$ cat src/i2c_tgt_pkg.sv
// Shared widths, FIFO depth, descriptor layout and FIFO entry type for the standby I2C target
`default_nettype none

package i2c_tgt_pkg;

    // Receive FIFO between bus side and TTI side
    localparam int RxFifoDepth = 8;

    // TTI RX data word and descriptor width
    localparam int TtiDataWidth = 32;

    // Descriptor layout
    localparam int DescCountWidth = 16;
    localparam int DescOverflowBit = 31;

    // One FIFO entry, either a data byte or an end-of-transfer token
    typedef struct packed {
        logic [7:0] data;
        // Token closing a transfer, data unused
        logic       eot;
        // Valid in tokens only
        logic       overflow;
    } rx_entry_t;

endpackage

`default_nettype wire

$ cat src/rx_byte_if.sv
// Valid/ready link that carries received bytes and end-of-transfer tokens between blocks
`default_nettype none

interface rx_byte_if
    import i2c_tgt_pkg::*;
();

    logic      valid;
    logic      ready;
    rx_entry_t entry;

    // Entry held stable while valid and not ready
    modport source (
        output valid,
        output entry,
        input  ready
    );

    modport sink (
        input  valid,
        input  entry,
        output ready
    );

endinterface

`default_nettype wire

$ cat src/i2c_target_rx.sv
// Bus side of the standby I2C target that decodes bus conditions, ACKs writes and pushes bytes
`default_nettype none

module i2c_target_rx
    import i2c_tgt_pkg::*;
(
    input  logic       clk_i,
    input  logic       rst_ni,
    input  logic       ctrl_scl_i,
    input  logic       ctrl_sda_i,
    output logic       ctrl_scl_o,
    output logic       ctrl_sda_o,
    input  logic [6:0] target_sta_addr_i,
    input  logic       target_sta_addr_valid_i,
    output logic       bus_start_o,
    output logic       bus_rstart_o,
    output logic       bus_stop_o,
    output logic [7:0] bus_addr_o,
    output logic       bus_addr_valid_o,
    rx_byte_if.source  byte_o
);

    typedef enum logic [2:0] {
        StIdle,
        StAddr,
        StAddrAck,
        StData,
        StDataAck,
        StIgnore
    } state_e;

    state_e     state_q;
    logic       scl_q1, scl_q2, scl_q3;
    logic       sda_q1, sda_q2, sda_q3;
    logic       start_det, stop_det, scl_rise, scl_fall;
    logic       bus_busy_q;
    logic [3:0] bit_cnt_q;
    logic [7:0] shift_q;
    logic [7:0] byte_q;
    logic [7:0] rx_byte;
    logic       last_bit;
    logic       addr_match;
    logic       ack_q;
    logic       xfer_q;
    logic       ovf_q;
    logic       byte_pend_q;
    logic       tok_pend_q;
    logic       tok_ovf_q;
    rx_entry_t  entry_d;

    // Two-flop sync plus one stage of history for edge detection
    always_ff @(posedge clk_i) begin
        if (!rst_ni) begin
            {scl_q1, scl_q2, scl_q3} <= 3'b111;
            {sda_q1, sda_q2, sda_q3} <= 3'b111;
            bus_start_o  <= 1'b0;
            bus_rstart_o <= 1'b0;
            bus_stop_o   <= 1'b0;
        end else begin
            {scl_q1, scl_q2, scl_q3} <= {ctrl_scl_i, scl_q1, scl_q2};
            {sda_q1, sda_q2, sda_q3} <= {ctrl_sda_i, sda_q1, sda_q2};
            bus_start_o  <= start_det && !bus_busy_q;
            bus_rstart_o <= start_det && bus_busy_q;
            bus_stop_o   <= stop_det;
        end
    end

    assign start_det = scl_q2 && scl_q3 && sda_q3 && !sda_q2;
    assign stop_det  = scl_q2 && scl_q3 && !sda_q3 && sda_q2;
    assign scl_rise  = scl_q2 && !scl_q3;
    assign scl_fall  = !scl_q2 && scl_q3;

    assign rx_byte    = {shift_q[6:0], sda_q2};
    assign last_bit   = scl_rise && bit_cnt_q == 4'd7;
    assign addr_match = target_sta_addr_valid_i && rx_byte[7:1] == target_sta_addr_i
                        && !rx_byte[0] && !tok_pend_q;

    always_ff @(posedge clk_i) begin
        if (!rst_ni) begin
            state_q          <= StIdle;
            bit_cnt_q        <= '0;
            bus_busy_q       <= 1'b0;
            bus_addr_valid_o <= 1'b0;
            ack_q            <= 1'b0;
            xfer_q           <= 1'b0;
            ovf_q            <= 1'b0;
            byte_pend_q      <= 1'b0;
            tok_pend_q       <= 1'b0;
            tok_ovf_q        <= 1'b0;
        end else begin
            byte_pend_q      <= 1'b0;
            bus_addr_valid_o <= 1'b0;
            if (tok_pend_q && byte_o.ready) begin
                tok_pend_q <= 1'b0;
            end
            // A full FIFO means drop and NACK
            if (byte_pend_q) begin
                ack_q <= byte_o.ready;
                if (!byte_o.ready) begin
                    ovf_q <= 1'b1;
                end
            end
            if (start_det || stop_det) begin
                state_q    <= start_det ? StAddr : StIdle;
                bit_cnt_q  <= '0;
                bus_busy_q <= start_det;
                xfer_q     <= 1'b0;
                ovf_q      <= 1'b0;
                if (xfer_q) begin
                    tok_pend_q <= 1'b1;
                    tok_ovf_q  <= ovf_q;
                end
            end else begin
                case (state_q)
                    StAddr, StData: begin
                        if (scl_rise && bit_cnt_q != 4'd8) begin
                            bit_cnt_q <= bit_cnt_q + 1'b1;
                        end else if (scl_fall && bit_cnt_q == 4'd8) begin
                            state_q <= (state_q == StAddr) ? StAddrAck : StDataAck;
                        end
                        if (last_bit && state_q == StAddr) begin
                            ack_q            <= addr_match;
                            bus_addr_valid_o <= 1'b1;
                        end
                        if (last_bit && state_q == StData) begin
                            byte_pend_q <= 1'b1;
                        end
                    end
                    StAddrAck: begin
                        if (scl_fall) begin
                            bit_cnt_q <= '0;
                            xfer_q    <= ack_q;
                            state_q   <= ack_q ? StData : StIgnore;
                        end
                    end
                    StDataAck: begin
                        if (scl_fall) begin
                            bit_cnt_q <= '0;
                            state_q   <= StData;
                        end
                    end
                    default: ;
                endcase
            end
        end
    end

    always_ff @(posedge clk_i) begin
        if (scl_rise) begin
            shift_q <= rx_byte;
        end
        if (last_bit && state_q == StAddr) begin
            bus_addr_o <= rx_byte;
        end
        if (last_bit) begin
            byte_q <= rx_byte;
        end
    end

    // Token has priority over a data byte
    // A byte goes out only when the FIFO takes it at once
    always_comb begin
        entry_d.data     = tok_pend_q ? 8'h00 : byte_q;
        entry_d.eot      = tok_pend_q;
        entry_d.overflow = tok_pend_q && tok_ovf_q;
    end

    assign byte_o.entry = entry_d;
    assign byte_o.valid = tok_pend_q || (byte_pend_q && byte_o.ready);

    assign ctrl_scl_o = 1'b1;
    assign ctrl_sda_o = !(ack_q && (state_q == StAddrAck || state_q == StDataAck));

    // ACK drive starts only at a synchronized SCL fall
    a_sda_low_at_scl_fall: assert property (@(posedge clk_i) disable iff (!rst_ni)
        $fell(ctrl_sda_o) |-> $past(scl_fall));

    a_entry_stable: assert property (@(posedge clk_i) disable iff (!rst_ni)
        byte_o.valid && !byte_o.ready |=> byte_o.valid && $stable(byte_o.entry));

endmodule

`default_nettype wire

$ cat src/rx_byte_fifo.sv
// Circular buffer between the bus receiver and the TTI packer, one cycle first-word latency
`default_nettype none

module rx_byte_fifo
    import i2c_tgt_pkg::*;
(
    input  logic      clk_i,
    input  logic      rst_ni,
    rx_byte_if.sink   wr_o,
    rx_byte_if.source rd_o
);

    rx_entry_t                          mem_q [RxFifoDepth];
    logic [$clog2(RxFifoDepth)-1:0]     wr_ptr_q;
    logic [$clog2(RxFifoDepth)-1:0]     rd_ptr_q;
    logic [$clog2(RxFifoDepth + 1)-1:0] fill_q;
    logic                               push;
    logic                               pop;

    assign wr_o.ready = fill_q != RxFifoDepth;
    assign rd_o.valid = fill_q != 0;
    assign rd_o.entry = mem_q[rd_ptr_q];

    assign push = wr_o.valid && wr_o.ready;
    assign pop  = rd_o.valid && rd_o.ready;

    always_ff @(posedge clk_i) begin
        if (!rst_ni) begin
            wr_ptr_q <= '0;
            rd_ptr_q <= '0;
            fill_q   <= '0;
        end else begin
            if (push) begin
                wr_ptr_q <= (wr_ptr_q == RxFifoDepth - 1) ? '0 : wr_ptr_q + 1'b1;
            end
            if (pop) begin
                rd_ptr_q <= (rd_ptr_q == RxFifoDepth - 1) ? '0 : rd_ptr_q + 1'b1;
            end
            // Simultaneous push and pop leaves the fill unchanged
            if (push && !pop) begin
                fill_q <= fill_q + 1'b1;
            end else if (pop && !push) begin
                fill_q <= fill_q - 1'b1;
            end
        end
    end

    always_ff @(posedge clk_i) begin
        if (push) begin
            mem_q[wr_ptr_q] <= wr_o.entry;
        end
    end

    a_fill_max: assert property (@(posedge clk_i) disable iff (!rst_ni)
        fill_q <= RxFifoDepth);

    // An empty FIFO can only gain entries
    a_fill_min: assert property (@(posedge clk_i) disable iff (!rst_ni)
        fill_q == 0 |=> fill_q <= 1);

endmodule

`default_nettype wire

$ cat src/tti_rx_packer.sv
// TTI side packer, turns FIFO bytes into RX data words and one RX descriptor per transfer
`default_nettype none

module tti_rx_packer
    import i2c_tgt_pkg::*;
(
    input  logic                    clk_i,
    input  logic                    rst_ni,
    rx_byte_if.sink                 byte_i,
    output logic                    rx_queue_wvalid_o,
    input  logic                    rx_queue_wready_i,
    output logic [TtiDataWidth-1:0] rx_queue_wdata_o,
    output logic                    rx_desc_queue_wvalid_o,
    input  logic                    rx_desc_queue_wready_i,
    output logic [TtiDataWidth-1:0] rx_desc_queue_wdata_o
);

    logic [TtiDataWidth-1:0]   word_q;
    logic [TtiDataWidth-1:0]   word_nxt;
    logic [TtiDataWidth-1:0]   wdata_q;
    logic [TtiDataWidth-1:0]   desc_q;
    logic [TtiDataWidth-1:0]   desc_nxt;
    logic [1:0]                lane_q;
    logic [DescCountWidth-1:0] count_q;
    logic                      word_vld_q;
    logic                      desc_pend_q;
    logic                      pop;

    // Stall the FIFO while anything is waiting on a queue
    assign byte_i.ready = !word_vld_q && !desc_pend_q;
    assign pop          = byte_i.valid && byte_i.ready;

    always_comb begin
        word_nxt                 = word_q;
        word_nxt[8*lane_q +: 8] = byte_i.entry.data;
    end

    always_comb begin
        desc_nxt                       = '0;
        desc_nxt[DescCountWidth-1:0]   = count_q;
        desc_nxt[DescOverflowBit]      = byte_i.entry.overflow;
    end

    always_ff @(posedge clk_i) begin
        if (!rst_ni) begin
            word_q      <= '0;
            lane_q      <= '0;
            count_q     <= '0;
            word_vld_q  <= 1'b0;
            desc_pend_q <= 1'b0;
        end else begin
            if (word_vld_q && rx_queue_wready_i) begin
                word_vld_q <= 1'b0;
            end
            if (rx_desc_queue_wvalid_o && rx_desc_queue_wready_i) begin
                desc_pend_q <= 1'b0;
            end
            if (pop && byte_i.entry.eot) begin
                // Flush a partial word, descriptor follows once it is taken
                word_vld_q  <= lane_q != 2'd0;
                desc_pend_q <= 1'b1;
                word_q      <= '0;
                lane_q      <= '0;
                count_q     <= '0;
            end else if (pop) begin
                count_q <= count_q + 1'b1;
                lane_q  <= lane_q + 1'b1;
                if (lane_q == 2'd3) begin
                    word_vld_q <= 1'b1;
                    word_q     <= '0;
                end else begin
                    word_q <= word_nxt;
                end
            end
        end
    end

    always_ff @(posedge clk_i) begin
        if (pop && byte_i.entry.eot) begin
            wdata_q <= word_q;
            desc_q  <= desc_nxt;
        end else if (pop && lane_q == 2'd3) begin
            wdata_q <= word_nxt;
        end
    end

    assign rx_queue_wvalid_o      = word_vld_q;
    assign rx_queue_wdata_o       = wdata_q;
    assign rx_desc_queue_wvalid_o = desc_pend_q && !word_vld_q;
    assign rx_desc_queue_wdata_o  = desc_q;

    a_word_stable: assert property (@(posedge clk_i) disable iff (!rst_ni)
        rx_queue_wvalid_o && !rx_queue_wready_i |=> $stable(rx_queue_wdata_o));

    a_desc_stable: assert property (@(posedge clk_i) disable iff (!rst_ni)
        rx_desc_queue_wvalid_o && !rx_desc_queue_wready_i |=> $stable(rx_desc_queue_wdata_o));

endmodule

`default_nettype wire

$ cat src/i2c_standby_target.sv
// Top level of the standby I2C target write path, from the bus pins to the TTI RX queues
`default_nettype none

module i2c_standby_target
    import i2c_tgt_pkg::*;
(
    input  logic                    clk_i,
    input  logic                    rst_ni,
    input  logic                    ctrl_scl_i,
    input  logic                    ctrl_sda_i,
    output logic                    ctrl_scl_o,
    output logic                    ctrl_sda_o,
    input  logic [6:0]              target_sta_addr_i,
    input  logic                    target_sta_addr_valid_i,
    output logic                    bus_start_o,
    output logic                    bus_rstart_o,
    output logic                    bus_stop_o,
    output logic [7:0]              bus_addr_o,
    output logic                    bus_addr_valid_o,
    output logic                    rx_queue_wvalid_o,
    input  logic                    rx_queue_wready_i,
    output logic [TtiDataWidth-1:0] rx_queue_wdata_o,
    output logic                    rx_desc_queue_wvalid_o,
    input  logic                    rx_desc_queue_wready_i,
    output logic [TtiDataWidth-1:0] rx_desc_queue_wdata_o
);

    rx_byte_if rx_to_fifo ();
    rx_byte_if fifo_to_packer ();

    i2c_target_rx i_target_rx (
        .clk_i                  (clk_i),
        .rst_ni                 (rst_ni),
        .ctrl_scl_i             (ctrl_scl_i),
        .ctrl_sda_i             (ctrl_sda_i),
        .ctrl_scl_o             (ctrl_scl_o),
        .ctrl_sda_o             (ctrl_sda_o),
        .target_sta_addr_i      (target_sta_addr_i),
        .target_sta_addr_valid_i(target_sta_addr_valid_i),
        .bus_start_o            (bus_start_o),
        .bus_rstart_o           (bus_rstart_o),
        .bus_stop_o             (bus_stop_o),
        .bus_addr_o             (bus_addr_o),
        .bus_addr_valid_o       (bus_addr_valid_o),
        .byte_o                 (rx_to_fifo)
    );

    rx_byte_fifo i_fifo (
        .clk_i (clk_i),
        .rst_ni(rst_ni),
        .wr_o  (rx_to_fifo),
        .rd_o  (fifo_to_packer)
    );

    tti_rx_packer i_packer (
        .clk_i                 (clk_i),
        .rst_ni                (rst_ni),
        .byte_i                (fifo_to_packer),
        .rx_queue_wvalid_o     (rx_queue_wvalid_o),
        .rx_queue_wready_i     (rx_queue_wready_i),
        .rx_queue_wdata_o      (rx_queue_wdata_o),
        .rx_desc_queue_wvalid_o(rx_desc_queue_wvalid_o),
        .rx_desc_queue_wready_i(rx_desc_queue_wready_i),
        .rx_desc_queue_wdata_o (rx_desc_queue_wdata_o)
    );

endmodule

`default_nettype wire

$ cat config.mk
export PLATFORM = sky130hd
export DESIGN_NAME = i2c_standby_target
export DESIGN_NICKNAME = d
export VERILOG_FILES = /design/src/i2c_tgt_pkg.sv /design/src/rx_byte_if.sv /design/src/i2c_target_rx.sv /design/src/rx_byte_fifo.sv /design/src/tti_rx_packer.sv /design/src/i2c_standby_target.sv
export SDC_FILE = /design/constraint.sdc
export NUM_CORES = 1
export LEC_CHECK = 0
export BUFFER_PORTS_ARGS = -buffer_cell sky130_fd_sc_hd__buf_2
export CAP_MARGIN = 10
export CORE_MARGIN = 3
export CORE_UTILIZATION = 30
export CTS_BUF_LIST = sky130_fd_sc_hd__clkbuf_4
export CTS_CLUSTER_SIZE = 25
export DETAILED_ROUTE_END_ITERATION = 8
export PLACE_DENSITY_LB_ADDON = 0.2
export SYNTH_ARGS = -nofsm -noshare
export SYNTH_HDL_FRONTEND = slang
export SYNTH_HIERARCHICAL = 1
export SYNTH_SLANG_ARGS = --single-unit
$ cat constraint.sdc
create_clock -name clk_i -period 3.5 [get_ports clk_i]
set_input_delay 0.525 -clock clk_i [delete_from_list [all_inputs] [get_ports clk_i]]
set_output_delay 0.525 -clock clk_i [all_outputs]
set_load 0.02 [all_outputs]
==> results of run 1 <==
## where the power goes
group / switching (mW) / internal, mW
Sequential: 0.187 / 3.44
Combinational: 1.46 / 0.719
Clock: 1.13 / 1.29
## path summary, 6_finish.rpt
kind / cells after the start / start / to / slack [ns]
worst max register to register: 11 / i_fifo/fill_q[1]$_SDFFE_PN0P_ / i_fifo/fill_q[3]$_SDFFE_PN0P_ / 0.76
worst min register to register: 1 / i_target_rx/sda_q1$_SDFF_PN1_ / i_target_rx/sda_q2$_SDFF_PN1_ / 0.41
worst max-delay path: 11 / i_fifo/fill_q[1]$_SDFFE_PN0P_ / i_fifo/fill_q[3]$_SDFFE_PN0P_ / 0.76
worst min-delay path: 2 / ctrl_scl_i / i_target_rx/scl_q1$_SDFF_PN1_ / 0.1
## cell usage after synthesis (8+ instances only)
cell type	instances	area [um2]
nand3_1	15	75.07
buf_1	11	41.29
nand2b_1	13	81.33
clkbuf_1	16	60.06
mux2_2	11	123.9
a22oi_1	13	97.59
nor2b_1	17	106.4
edfxtp_1	152	4564
nor3_1	15	75.07
mux4_1	20	525.5
buf_4	17	127.6
a32oi_1	20	175.2
xor2_1	9	78.83
xnor2_1	10	87.58
o21ai_0	8	40.04
inv_1	14	52.55
nor2_1	59	221.5
dfxtp_1	89	1782
ha_1	16	200.2
a22o_1	28	245.2
a21oi_1	22	110.1
nand2_1	42	157.7
## registers in the layout, summed over array words and instances, names as in the netlist, 2 cells and up, named ones only
name,cells
i_fifo/wr_ptr_q,3
i_target_rx/bus_addr_o,8
i_target_rx/state_q,3
i_fifo/fill_q,4
i_packer/rx_queue_wdata_o,32
i_packer/rx_desc_queue_wdata_o,17
i_packer/count_q,16
i_target_rx/shift_q,7
i_fifo/rd_ptr_q,3
i_target_rx/bit_cnt_q,4
i_packer/word_q,32
i_packer/lane_q,2
i_fifo/mem_q,80
i_target_rx/byte_q,8
## metal layers
| metal | wire length [um] | vias to the layer above | GRT usage (%) |
|---|---|---|---|
| met5 | 0 | - | 0 |
| met4 | 387 | 0 | 4.420 |
| met3 | 1114 | 33 | 3.430 |
| met2 | 9524 | 170 | 18.67 |
| met1 | 9272 | 2851 | 14.79 |
| li1 | - | 2984 | - |
## worst max-delay path: cells and delay by family, from the launching register on
family / cells / cell delay, ns
and+or+nand+nor: 2 / 0.71
AOI/OAI and AO/OA: 4 / 0.71
adders and majority gates: 2 / 0.50
DFF: 1 / 0.36
buffers and inverters: 2 / 0.20
muxes: 1 / 0.19
## area by class of cell
| cell class | count | area [um2] |
|---|---|---|
| Clock buffer | 99 | 743.2 |
| Clock inverter | 15 | 73.82 |
| Timing Repair Buffer | 98 | 543.0 |
| Fill cell | 3166 | 20420 |
| Multi-Input combinational cell | 421 | 3226 |
| Inverter | 15 | 56.30 |
| Antenna cell | 2 | 5.005 |
| Tap cell | 435 | 544.3 |
| Sequential cell | 241 | 6346 |
## kinds of logic (layout without fill, tap and decap cells)
group,Yosys count,after routing
AO/OA/AOI/OAI,120,120
XOR/XNOR,20,20
adder cells (fa/ha/maj),17,17
buffers and inverters,68,227
flip-flops,241,241
multiplexers,35,35
other,2,18
AND/OR/NAND/NOR,213,213
==> metrics, run 1 <==
Hold Fails Final Rpt=0; Worst-path clk slew=0.06 ns; first-pass GRT wire length=32.75 mm; Final Cell Area=between 10000 and 15000 um2; All-Layer GR Usage=11.60%; Fin Hold WS=0.09982 ns; Final period util=78.23%; setup ws final=0.7619 ns; die height=approximately 190 um; Post-Synth XOR/XNOR Area=1.856%; syn_area_per_cell=13.75 um2; Detail Placement HPWL=13.03 mm; Mapped Cells=716; Synth Flop Type=edfxtp_1; antenna viol nets, final=0; leakage=between 4 and 5 nW; Initial DRC Count=approximately 300; Layout Nets=between 800 and 900; critical path required time=4.03 ns; worst hold path class=in -> reg; ys async rst share=0%; CP max stage cell=or4b_4; CP dominant cell by count=ha_1; final std cells w/o fill=roughly 1300; CP max FO=9; number of global-route vias before repair=between 6000 and 7000; Syn. warnings=6; most frequent cells in the layout=edfxtp_1, clkbuf_4, dfxtp_1; run status=completed; sequential area share after synthesis=64.46%; cts repair resizes=0; Core Region=31960 um2; final WL=slightly above 20 mm; final core utilization=36.10%; Synth cell types=68; Cell Rows=65; EDFF count, synth=about 150; CTS Root Cell=clkbuf_4; Slew @ Worst Pin=0.8846 ns; largest family of logic cells by synthesized area=simple AND/OR/NAND/NOR gates; RSZ-0062 raised after global routing=no; CP Capture Type=register; Vias/cell=4.554; CTS tree=done; Compound-Gate Fraction of Synth Area=9.100%; DP Worst Slack=between 0.7 and 0.8 ns; Area after DPL=between 10000 and 15000 um2; DR vias=6038; CP max stage delay=0.59 ns; CP startpoint kind=register; commonest non-fill, non-tap cell in the layout=edfxtp_1; GRT Residual Overflow=0; IO buf count=77; Area growth, synth to finish=17.20%; critical path cell sequence=or4b_4 > a21o_1 > nand2_4 > inv_2 > ha_1 > inv_1 > ha_1 > a21oi_1 > a211oi_1 > a31oi_1 > mux2i_1; layout cells sized above 1=26.43%; final setup violation count=0; largest net degree at the start of global routing=35; router iterations before antenna repair=4; chip width=187.2 um; Synth Area in Adders=2.237%; Post-CTS Setup Repair Bufs=0; clock sinks=241; Die ar.=35030 um2; average wire per standard cell=15.31 um; Max Clk Rate=around 370 MHz; Hold Buf Count CTS=0; Worst Skew=0.04845 ns; DR DRC count=0; clock buffer depth=3; placed cells=1210; clk_lat worst skew=0.64 ns; Slew Viols, Final=0; Seq cells post-synth=241; VDD IR max=between 0.0003 and 0.0004 V; gpl congestion=between 0.7 and 0.8; IO Pins=94; Crit Path Category=reg -> reg; Overall Power=approximately 8.2 mW; mux cell area share after synthesis=roughly 7%; # H-tree levels=3; max-cap violation count=0; Synth Area in Simple Gates=11.78%; CP arrival=about 3.3 ns; post-route minimum period=2.738 ns; antenna violations before repair=1; setup TNS=0 ns; Cell Area, Synth=slightly below 10000 um2; Slew HR=40.58%; Num CTS Buffers=66; initial cell density of the core=30.80%; Power Density=713.3 nW/um2
(Power assumes the default switching activity.)
==> run 2, diff against run 1 <==
Clock period 3.5 ns to 2.4 ns, I/O delays scaled along.
==> run 2 against run 1 <==
Compared with the run above: register-to-register slack worse by 0.68 ns; critical endpoint unchanged; setup slack got worse by 0.68 ns; first-iteration DRC count fell by 13%; largest cell class unchanged; final cell count increased by 1.8%.
==> metrics, run 2 (synthesized netlist as in run 1, its figures left out) <==
run status=completed; average wire per standard cell=15.48 um (+1.1%); gpl congestion=0.7489 (+0.79%); router iterations before antenna repair=5 (+1); initial cell density of the core=30.80% (unchanged); clock sinks=241 (unchanged); placed cells=1223 (+1.1%); final setup violation count=0 (unchanged); GRT Residual Overflow=0 (unchanged); number of global-route vias before repair=6280 (+3.3%); Initial DRC Count=266 (-13%); IO Pins=94 (unchanged); critical path cell sequence=or4b_4 > a21o_1 > nand2_4 > inv_4 > ha_4 > inv_4 > ha_4 > a21oi_4 > a211oi_2 > a31oi_1 > mux2i_1; fill count=3137 (-0.92%); final std cells w/o fill=1350 (+1.8%); CP startpoint kind=register; die height=187.2 um (unchanged); Overall Power=12.69 mW (+54%); Slew Viols, Final=0 (unchanged); clk_lat worst skew=0.65 ns (about the same); Multi-input gate area=3279 um2 (+1.7%); Vias/cell=4.567 (+0.30%); post-route minimum period=2.314 ns (-0.4237 ns); leakage=4.297 nW (+3.4%); antenna viol nets, final=0 (unchanged); Slew @ Worst Pin=1.117 ns (+0.2321 ns); CTS Root Cell=clkbuf_4; CP arrival=2.85 ns (-0.42 ns); DR vias=6166 (+2.1%); Final period util=96.43% (+18 points); layout cells sized above 1=28.88% (+2.4 points); Die ar.=35030 um2 (unchanged); Area growth, synth to finish=20.14%; Slew HR=25.28% (-15 points); number of flip-flops in the largest register=80 (unchanged); commonest non-fill, non-tap cell in the layout=edfxtp_1; Detail Placement HPWL=13.30 mm (+2.1%); Worst Skew=0.05942 ns (+0.01097 ns); Power Density=1073 nW/um2 (+50%); Worst-path clk slew=0.06 ns (about the same); All-Layer GR Usage=11.68% (+0.081 points); CP max FO=4 (-5); Core Region=31960 um2 (unchanged); CP max stage delay=0.53 ns (-0.06 ns); Hold Fails Final Rpt=0 (unchanged); Cell Rows=65 (unchanged); VDD IR max=0.0004593 V (+51%); clock buffer depth=3 (unchanged); antenna violations before repair=1 (unchanged); Layout Nets=894 (+2.3%); critical path required time=2.93 ns (-1.10 ns); DR DRC count=0 (unchanged); chip width=187.2 um (unchanged); CP max stage cell=or4b_4; largest register by flop count=i_fifo/mem_q; Max Clk Rate=432.1 MHz (+18%); Crit Path Category=reg -> reg; Hold Path Stages=3 (+1); CP Capture Type=register; first-pass GRT wire length=32.91 mm (+0.49%); final WL=20.90 mm (+2.9%); worst hold path class=in -> reg; max-cap violation count=0 (unchanged); IO buf count=77 (unchanged); CTS tree=done; Num CTS Buffers=69 (+4.5%); R2R cell count=11 (unchanged); register area=6349 um2 (about the same); largest net degree at the start of global routing=34 (-2.9%); most frequent cells in the layout=edfxtp_1, clkbuf_4, dfxtp_1; # H-tree levels=3 (unchanged)
==> run 2: cell types whose count changed in the layout (fill, tap and decap cells not counted), sizes merged <==
| cell | delta |
|---|---|
| bufinv | +1 |
| buf | +14 |
| clkinv | +2 |
| diode | -1 |
| clkinvlp | +1 |
| nor2 | +1 |
| clkbuf | +3 |
| dlygate4sd3 | +2 |
| inv | +1 |
==> run 2: final cells by class <==
type / count / area share [%]
clock buffers: 102 / 6.474
diodes: 1 / 0.02116
repair buffers: 114 / 5.861
well taps: 435 / 4.602
multi-input cells: 422 / 27.73
clock inverters: 20 / 1.090
flip-flops and latches: 241 / 53.68
inverters: 15 / 0.5501
==> run 2: final timing paths <==
kind,startpoint,to,slack [ns]
worst max-delay path,i_fifo/fill_q[2]$_SDFFE_PN0P_,i_fifo/fill_q[3]$_SDFFE_PN0P_,0.09
worst min register to register,i_target_rx/sda_q1$_SDFF_PN1_,i_target_rx/sda_q2$_SDFF_PN1_,0.40
worst min-delay path,rst_ni,i_packer/count_q[14]$_SDFFE_PP0N_,0.09
worst max register to register,i_fifo/fill_q[2]$_SDFFE_PN0P_,i_fifo/fill_q[3]$_SDFFE_PN0P_,0.09
==> run 2: per-stage QoR <==
| step | setup TNS, ns | hold WS (ns) | cell area, um2 | utilization [%] | setup slack (ns) |
|---|---|---|---|---|---|
| 5_1_grt | -0.003891 | 0.04386 | 11830 | 37.01 | -0.003891 |
| 3_3_place_gp | 0 | 0.3916 | 10860 | 33.99 | 0.0009412 |
| 4_1_cts | 0 | 0.02992 | 11790 | 36.88 | 0.01943 |
| 2_1_floorplan | 0 | 0.3863 | 9945 | - | 0.006468 |
| 6_report | 0 | 0.09452 | 11830 | 37.01 | 0.08563 |
| 3_5_place_dp | 0 | 0.3980 | 10860 | 33.99 | 0.007199 |
==> run 2: layer usage <==
metal	routed length (um)	track usage, %
met2	9971	18.97
met4	354	4.594
met3	1065	3.280
met5	0	0
met1	9505	14.80
==> run 2: power by group <==
group | internal [mW] | switching, mW | leakage, nW | total [mW]
combinational | 1.30 | 2.37 | 1.64 | 3.66
clock | 2.08 | 1.71 | 0.522 | 3.79
sequential | 5.02 | 0.214 | 2.13 | 5.24
==> run 2: critical path: cells and delay by family (launching register included) <==
| kind | cells | cell delay [ns] |
|---|---|---|
| mux | 1 | 0.19 |
| flops | 1 | 0.32 |
| fa+ha+maj | 2 | 0.37 |
| compound gates | 4 | 0.62 |
| simple gates | 2 | 0.61 |
| buf+inv | 2 | 0.12 |
==> run 2: timing repair <==
item,CTS,global route
hold buffers,2,0
pin swaps,2,6
resized for setup,1,6
gates cloned,0,1
hold endpoints to repair,2,0
buffers inserted,1,0
setup endpoints to repair,1,3
==> run 3, diff against run 2 <==
Settings changed: CELL_PAD_IN_SITES_DETAIL_PLACEMENT set to 1, CELL_PAD_IN_SITES_GLOBAL_PLACEMENT set to 1.
==> run 3 against run 2 <==
Compared with the run above: register-to-register slack barely moved; clock skew increased by 0.023 ns; via count rose by 2.6%.
==> metrics, run 3 (synthesized netlist as in run 1, its figures left out) <==
run status=completed; commonest non-fill, non-tap cell in the layout=edfxtp_1; Clk pwr share=29.9% (about the same); Worst Skew=0.08245 ns (+0.02303 ns); Core Region=31960 um2 (unchanged); die height=187.2 um (unchanged); initial cell density of the core=30.80% (unchanged); DR DRC count=0 (unchanged); router iterations before antenna repair=5 (unchanged); total internal power=8.387 mW (-0.10%); Max Clk Rate=433.6 MHz (+0.36%); GRT Residual Overflow=0 (unchanged); All-Layer GR Usage=12.63% (+0.95 points); Initial DRC Count=326 (+23%); antenna viol nets, final=0 (unchanged); Psw=4.260 mW (-0.69%); Seq pwr share=41.4% (about the same); Power Density=1064 nW/um2 (-0.76%); Slew Viols, Final=0 (unchanged); Worst-path clk slew=0.06 ns (about the same); final setup violation count=0 (unchanged); IO buf count=77 (unchanged); Area growth, synth to finish=20.70%; number of global-route vias before repair=6656 (+6.0%); chip width=187.2 um (unchanged); Hold Path Stages=4 (+1); Final Cell Area=11880 um2 (+0.47%); R2R cell count=11 (unchanged); Comb power frac=28.7% (-0.2 points); IO Pins=94 (unchanged); Crit Path Category=reg -> reg; leakage=4.366 nW (+1.6%); Final period util=96.09% (-0.35 points); setup ws final=0.09395 ns (+0.008315 ns); Layout Nets=904 (+1.1%); HP Start=rx_desc_queue_wready_i; critical path required time=2.94 ns (about the same); gpl congestion=0.7106 (-5.1%); fill count=3427 (+9.2%); layout cells sized above 1=30.19% (+1.3 points); CP arrival=2.85 ns (about the same); Vias/cell=4.650 (+1.8%); # H-tree levels=3 (unchanged); Net Sw Frac=33.68% (-0.13 points); average wire per standard cell=16.28 um (+5.2%); number of flip-flops in the largest register=80 (unchanged); Area after DPL=10920 um2 (+0.53%); CP startpoint kind=register; clock sinks=241 (unchanged); Die ar.=35030 um2 (unchanged); Hold Fails Final Rpt=0 (unchanged); worst hold path class=in -> reg; Detail Placement HPWL=14.81 mm (+11%); FF-to-FF setup slack=0.09 ns (about the same); clk_lat worst skew=0.68 ns (+0.03 ns); CTS Root Cell=clkbuf_4; DR vias=6324 (+2.6%); final WL=22.14 mm (+6.0%); Num CTS Buffers=67 (-2.9%); Slew @ Worst Pin=1.083 ns (-0.03353 ns); largest net degree at the start of global routing=43 (+26%); hold endpoint=i_packer/desc_pend_q$_SDFFE_PN0P_; CP max FO=4 (unchanged); clock buffer depth=3 (unchanged); CTS tree=done; antenna violations before repair=1 (unchanged); most frequent cells in the layout=edfxtp_1, clkbuf_4, dfxtp_1; VDD IR max=0.0003920 V (-15%); Slew HR=27.52% (+2.2 points); max-cap violation count=0 (unchanged); Crit Reg-Reg Startpoint=i_fifo/fill_q[2]$_SDFFE_PN0P_; largest register by flop count=i_fifo/mem_q; Cell Rows=65 (unchanged); R2R Path End=i_fifo/fill_q[3]$_SDFFE_PN0P_; CP Capture Type=register; DP Worst Slack=0.01256 ns (+0.005363 ns); first-pass GRT wire length=35.71 mm (+8.5%); post-route minimum period=2.306 ns (-0.008315 ns); Overall Power=12.65 mW (-0.30%)
run 3: how the worst max path moves through the flow:
stage	from	endpoint	slack, ns	depth (start not counted)
final	i_fifo/fill_q[2]$_SDFFE_PN0P_	i_fifo/fill_q[3]$_SDFFE_PN0P_	0.09	11
after global routing	i_fifo/fill_q[3]$_SDFFE_PN0P_	i_fifo/fill_q[3]$_SDFFE_PN0P_	-0.01	11
after CTS	i_fifo/fill_q[3]$_SDFFE_PN0P_	i_fifo/mem_q[1][1]$_DFFE_PP_	0.02	8
after detailed placement	i_fifo/fill_q[3]$_SDFFE_PN0P_	i_fifo/fill_q[3]$_SDFFE_PN0P_	0.01	11
after global placement	i_fifo/fill_q[2]$_SDFFE_PN0P_	i_fifo/fill_q[3]$_SDFFE_PN0P_	0.04	11
after floorplan	i_fifo/fill_q[2]$_SDFFE_PN0P_	i_fifo/fill_q[3]$_SDFFE_PN0P_	0.006	11
run 3: layer usage:
| layer | up-vias | track usage, % | wire, um |
|---|---|---|---|
| met4 | 0 | 4.885 | 455 |
| met3 | 41 | 3.111 | 952 |
| met2 | 146 | 20.38 | 10460 |
| li1 | 3035 | - | - |
| met5 | - | 0 | 0 |
| met1 | 3102 | 16.43 | 10280 |
run 3: timing repair:
| action | 4_1_cts | 5_1_grt |
|---|---|---|
| setup buffers | 0 | 1 |
| hold buffers | 4 | 0 |
| endpoints found under the hold margin | 4 | 0 |
| pin swaps | 0 | 3 |
| gates resized for setup | 1 | 5 |
| setup endpoints to repair | 1 | 8 |
run 3: critical path, cell delays in order, from the launching register on:
cell	delay (ns)
dfxtp_2	0.32
or4b_4	0.53
a21o_1	0.22
nand2_4	0.07
inv_2	0.04
ha_2	0.19
inv_4	0.08
ha_4	0.21
a21oi_2	0.14
a211oi_1	0.09
a31oi_1	0.19
mux2i_1	0.20
run 3: power by group through the flow:
stage | combinational, mW | clock (mW) | sequential (mW)
finish | 3.63 | 3.79 | 5.23
global route | 3.94 | 4.22 | 5.29
CTS | 3.65 | 3.98 | 5.25
detailed placement | 3.64 | 0 | 5.34
global placement | 3.60 | 0 | 5.32
floorplan | 1.94 | 0 | 5.77
run 3: final cells by class:
type	count	area, um2	area share [%]
inverters	15	62.56	0.5265
clock buffers	103	773.2	6.507
repair buffers	127	770.7	6.486
diodes	1	2.502	0.02106
multi-input cells	421	3261	27.44
well taps	435	544.3	4.580
flip-flops and latches	241	6350	53.44
clock inverters	17	118.9	1.000
run 3: stage by stage:
stage	setup TNS (ns)	hold slack (ns)	std cells	utilization [%]
2_1_floorplan	0	0.3863	730	-
3_3_place_gp	0	0.3898	1234	34.17
3_5_place_dp	0	0.3941	1234	34.17
4_1_cts	0	0.02226	1358	37.09
5_1_grt	-0.009616	0.03209	1360	37.18
6_report	0	0.07991	1360	37.18
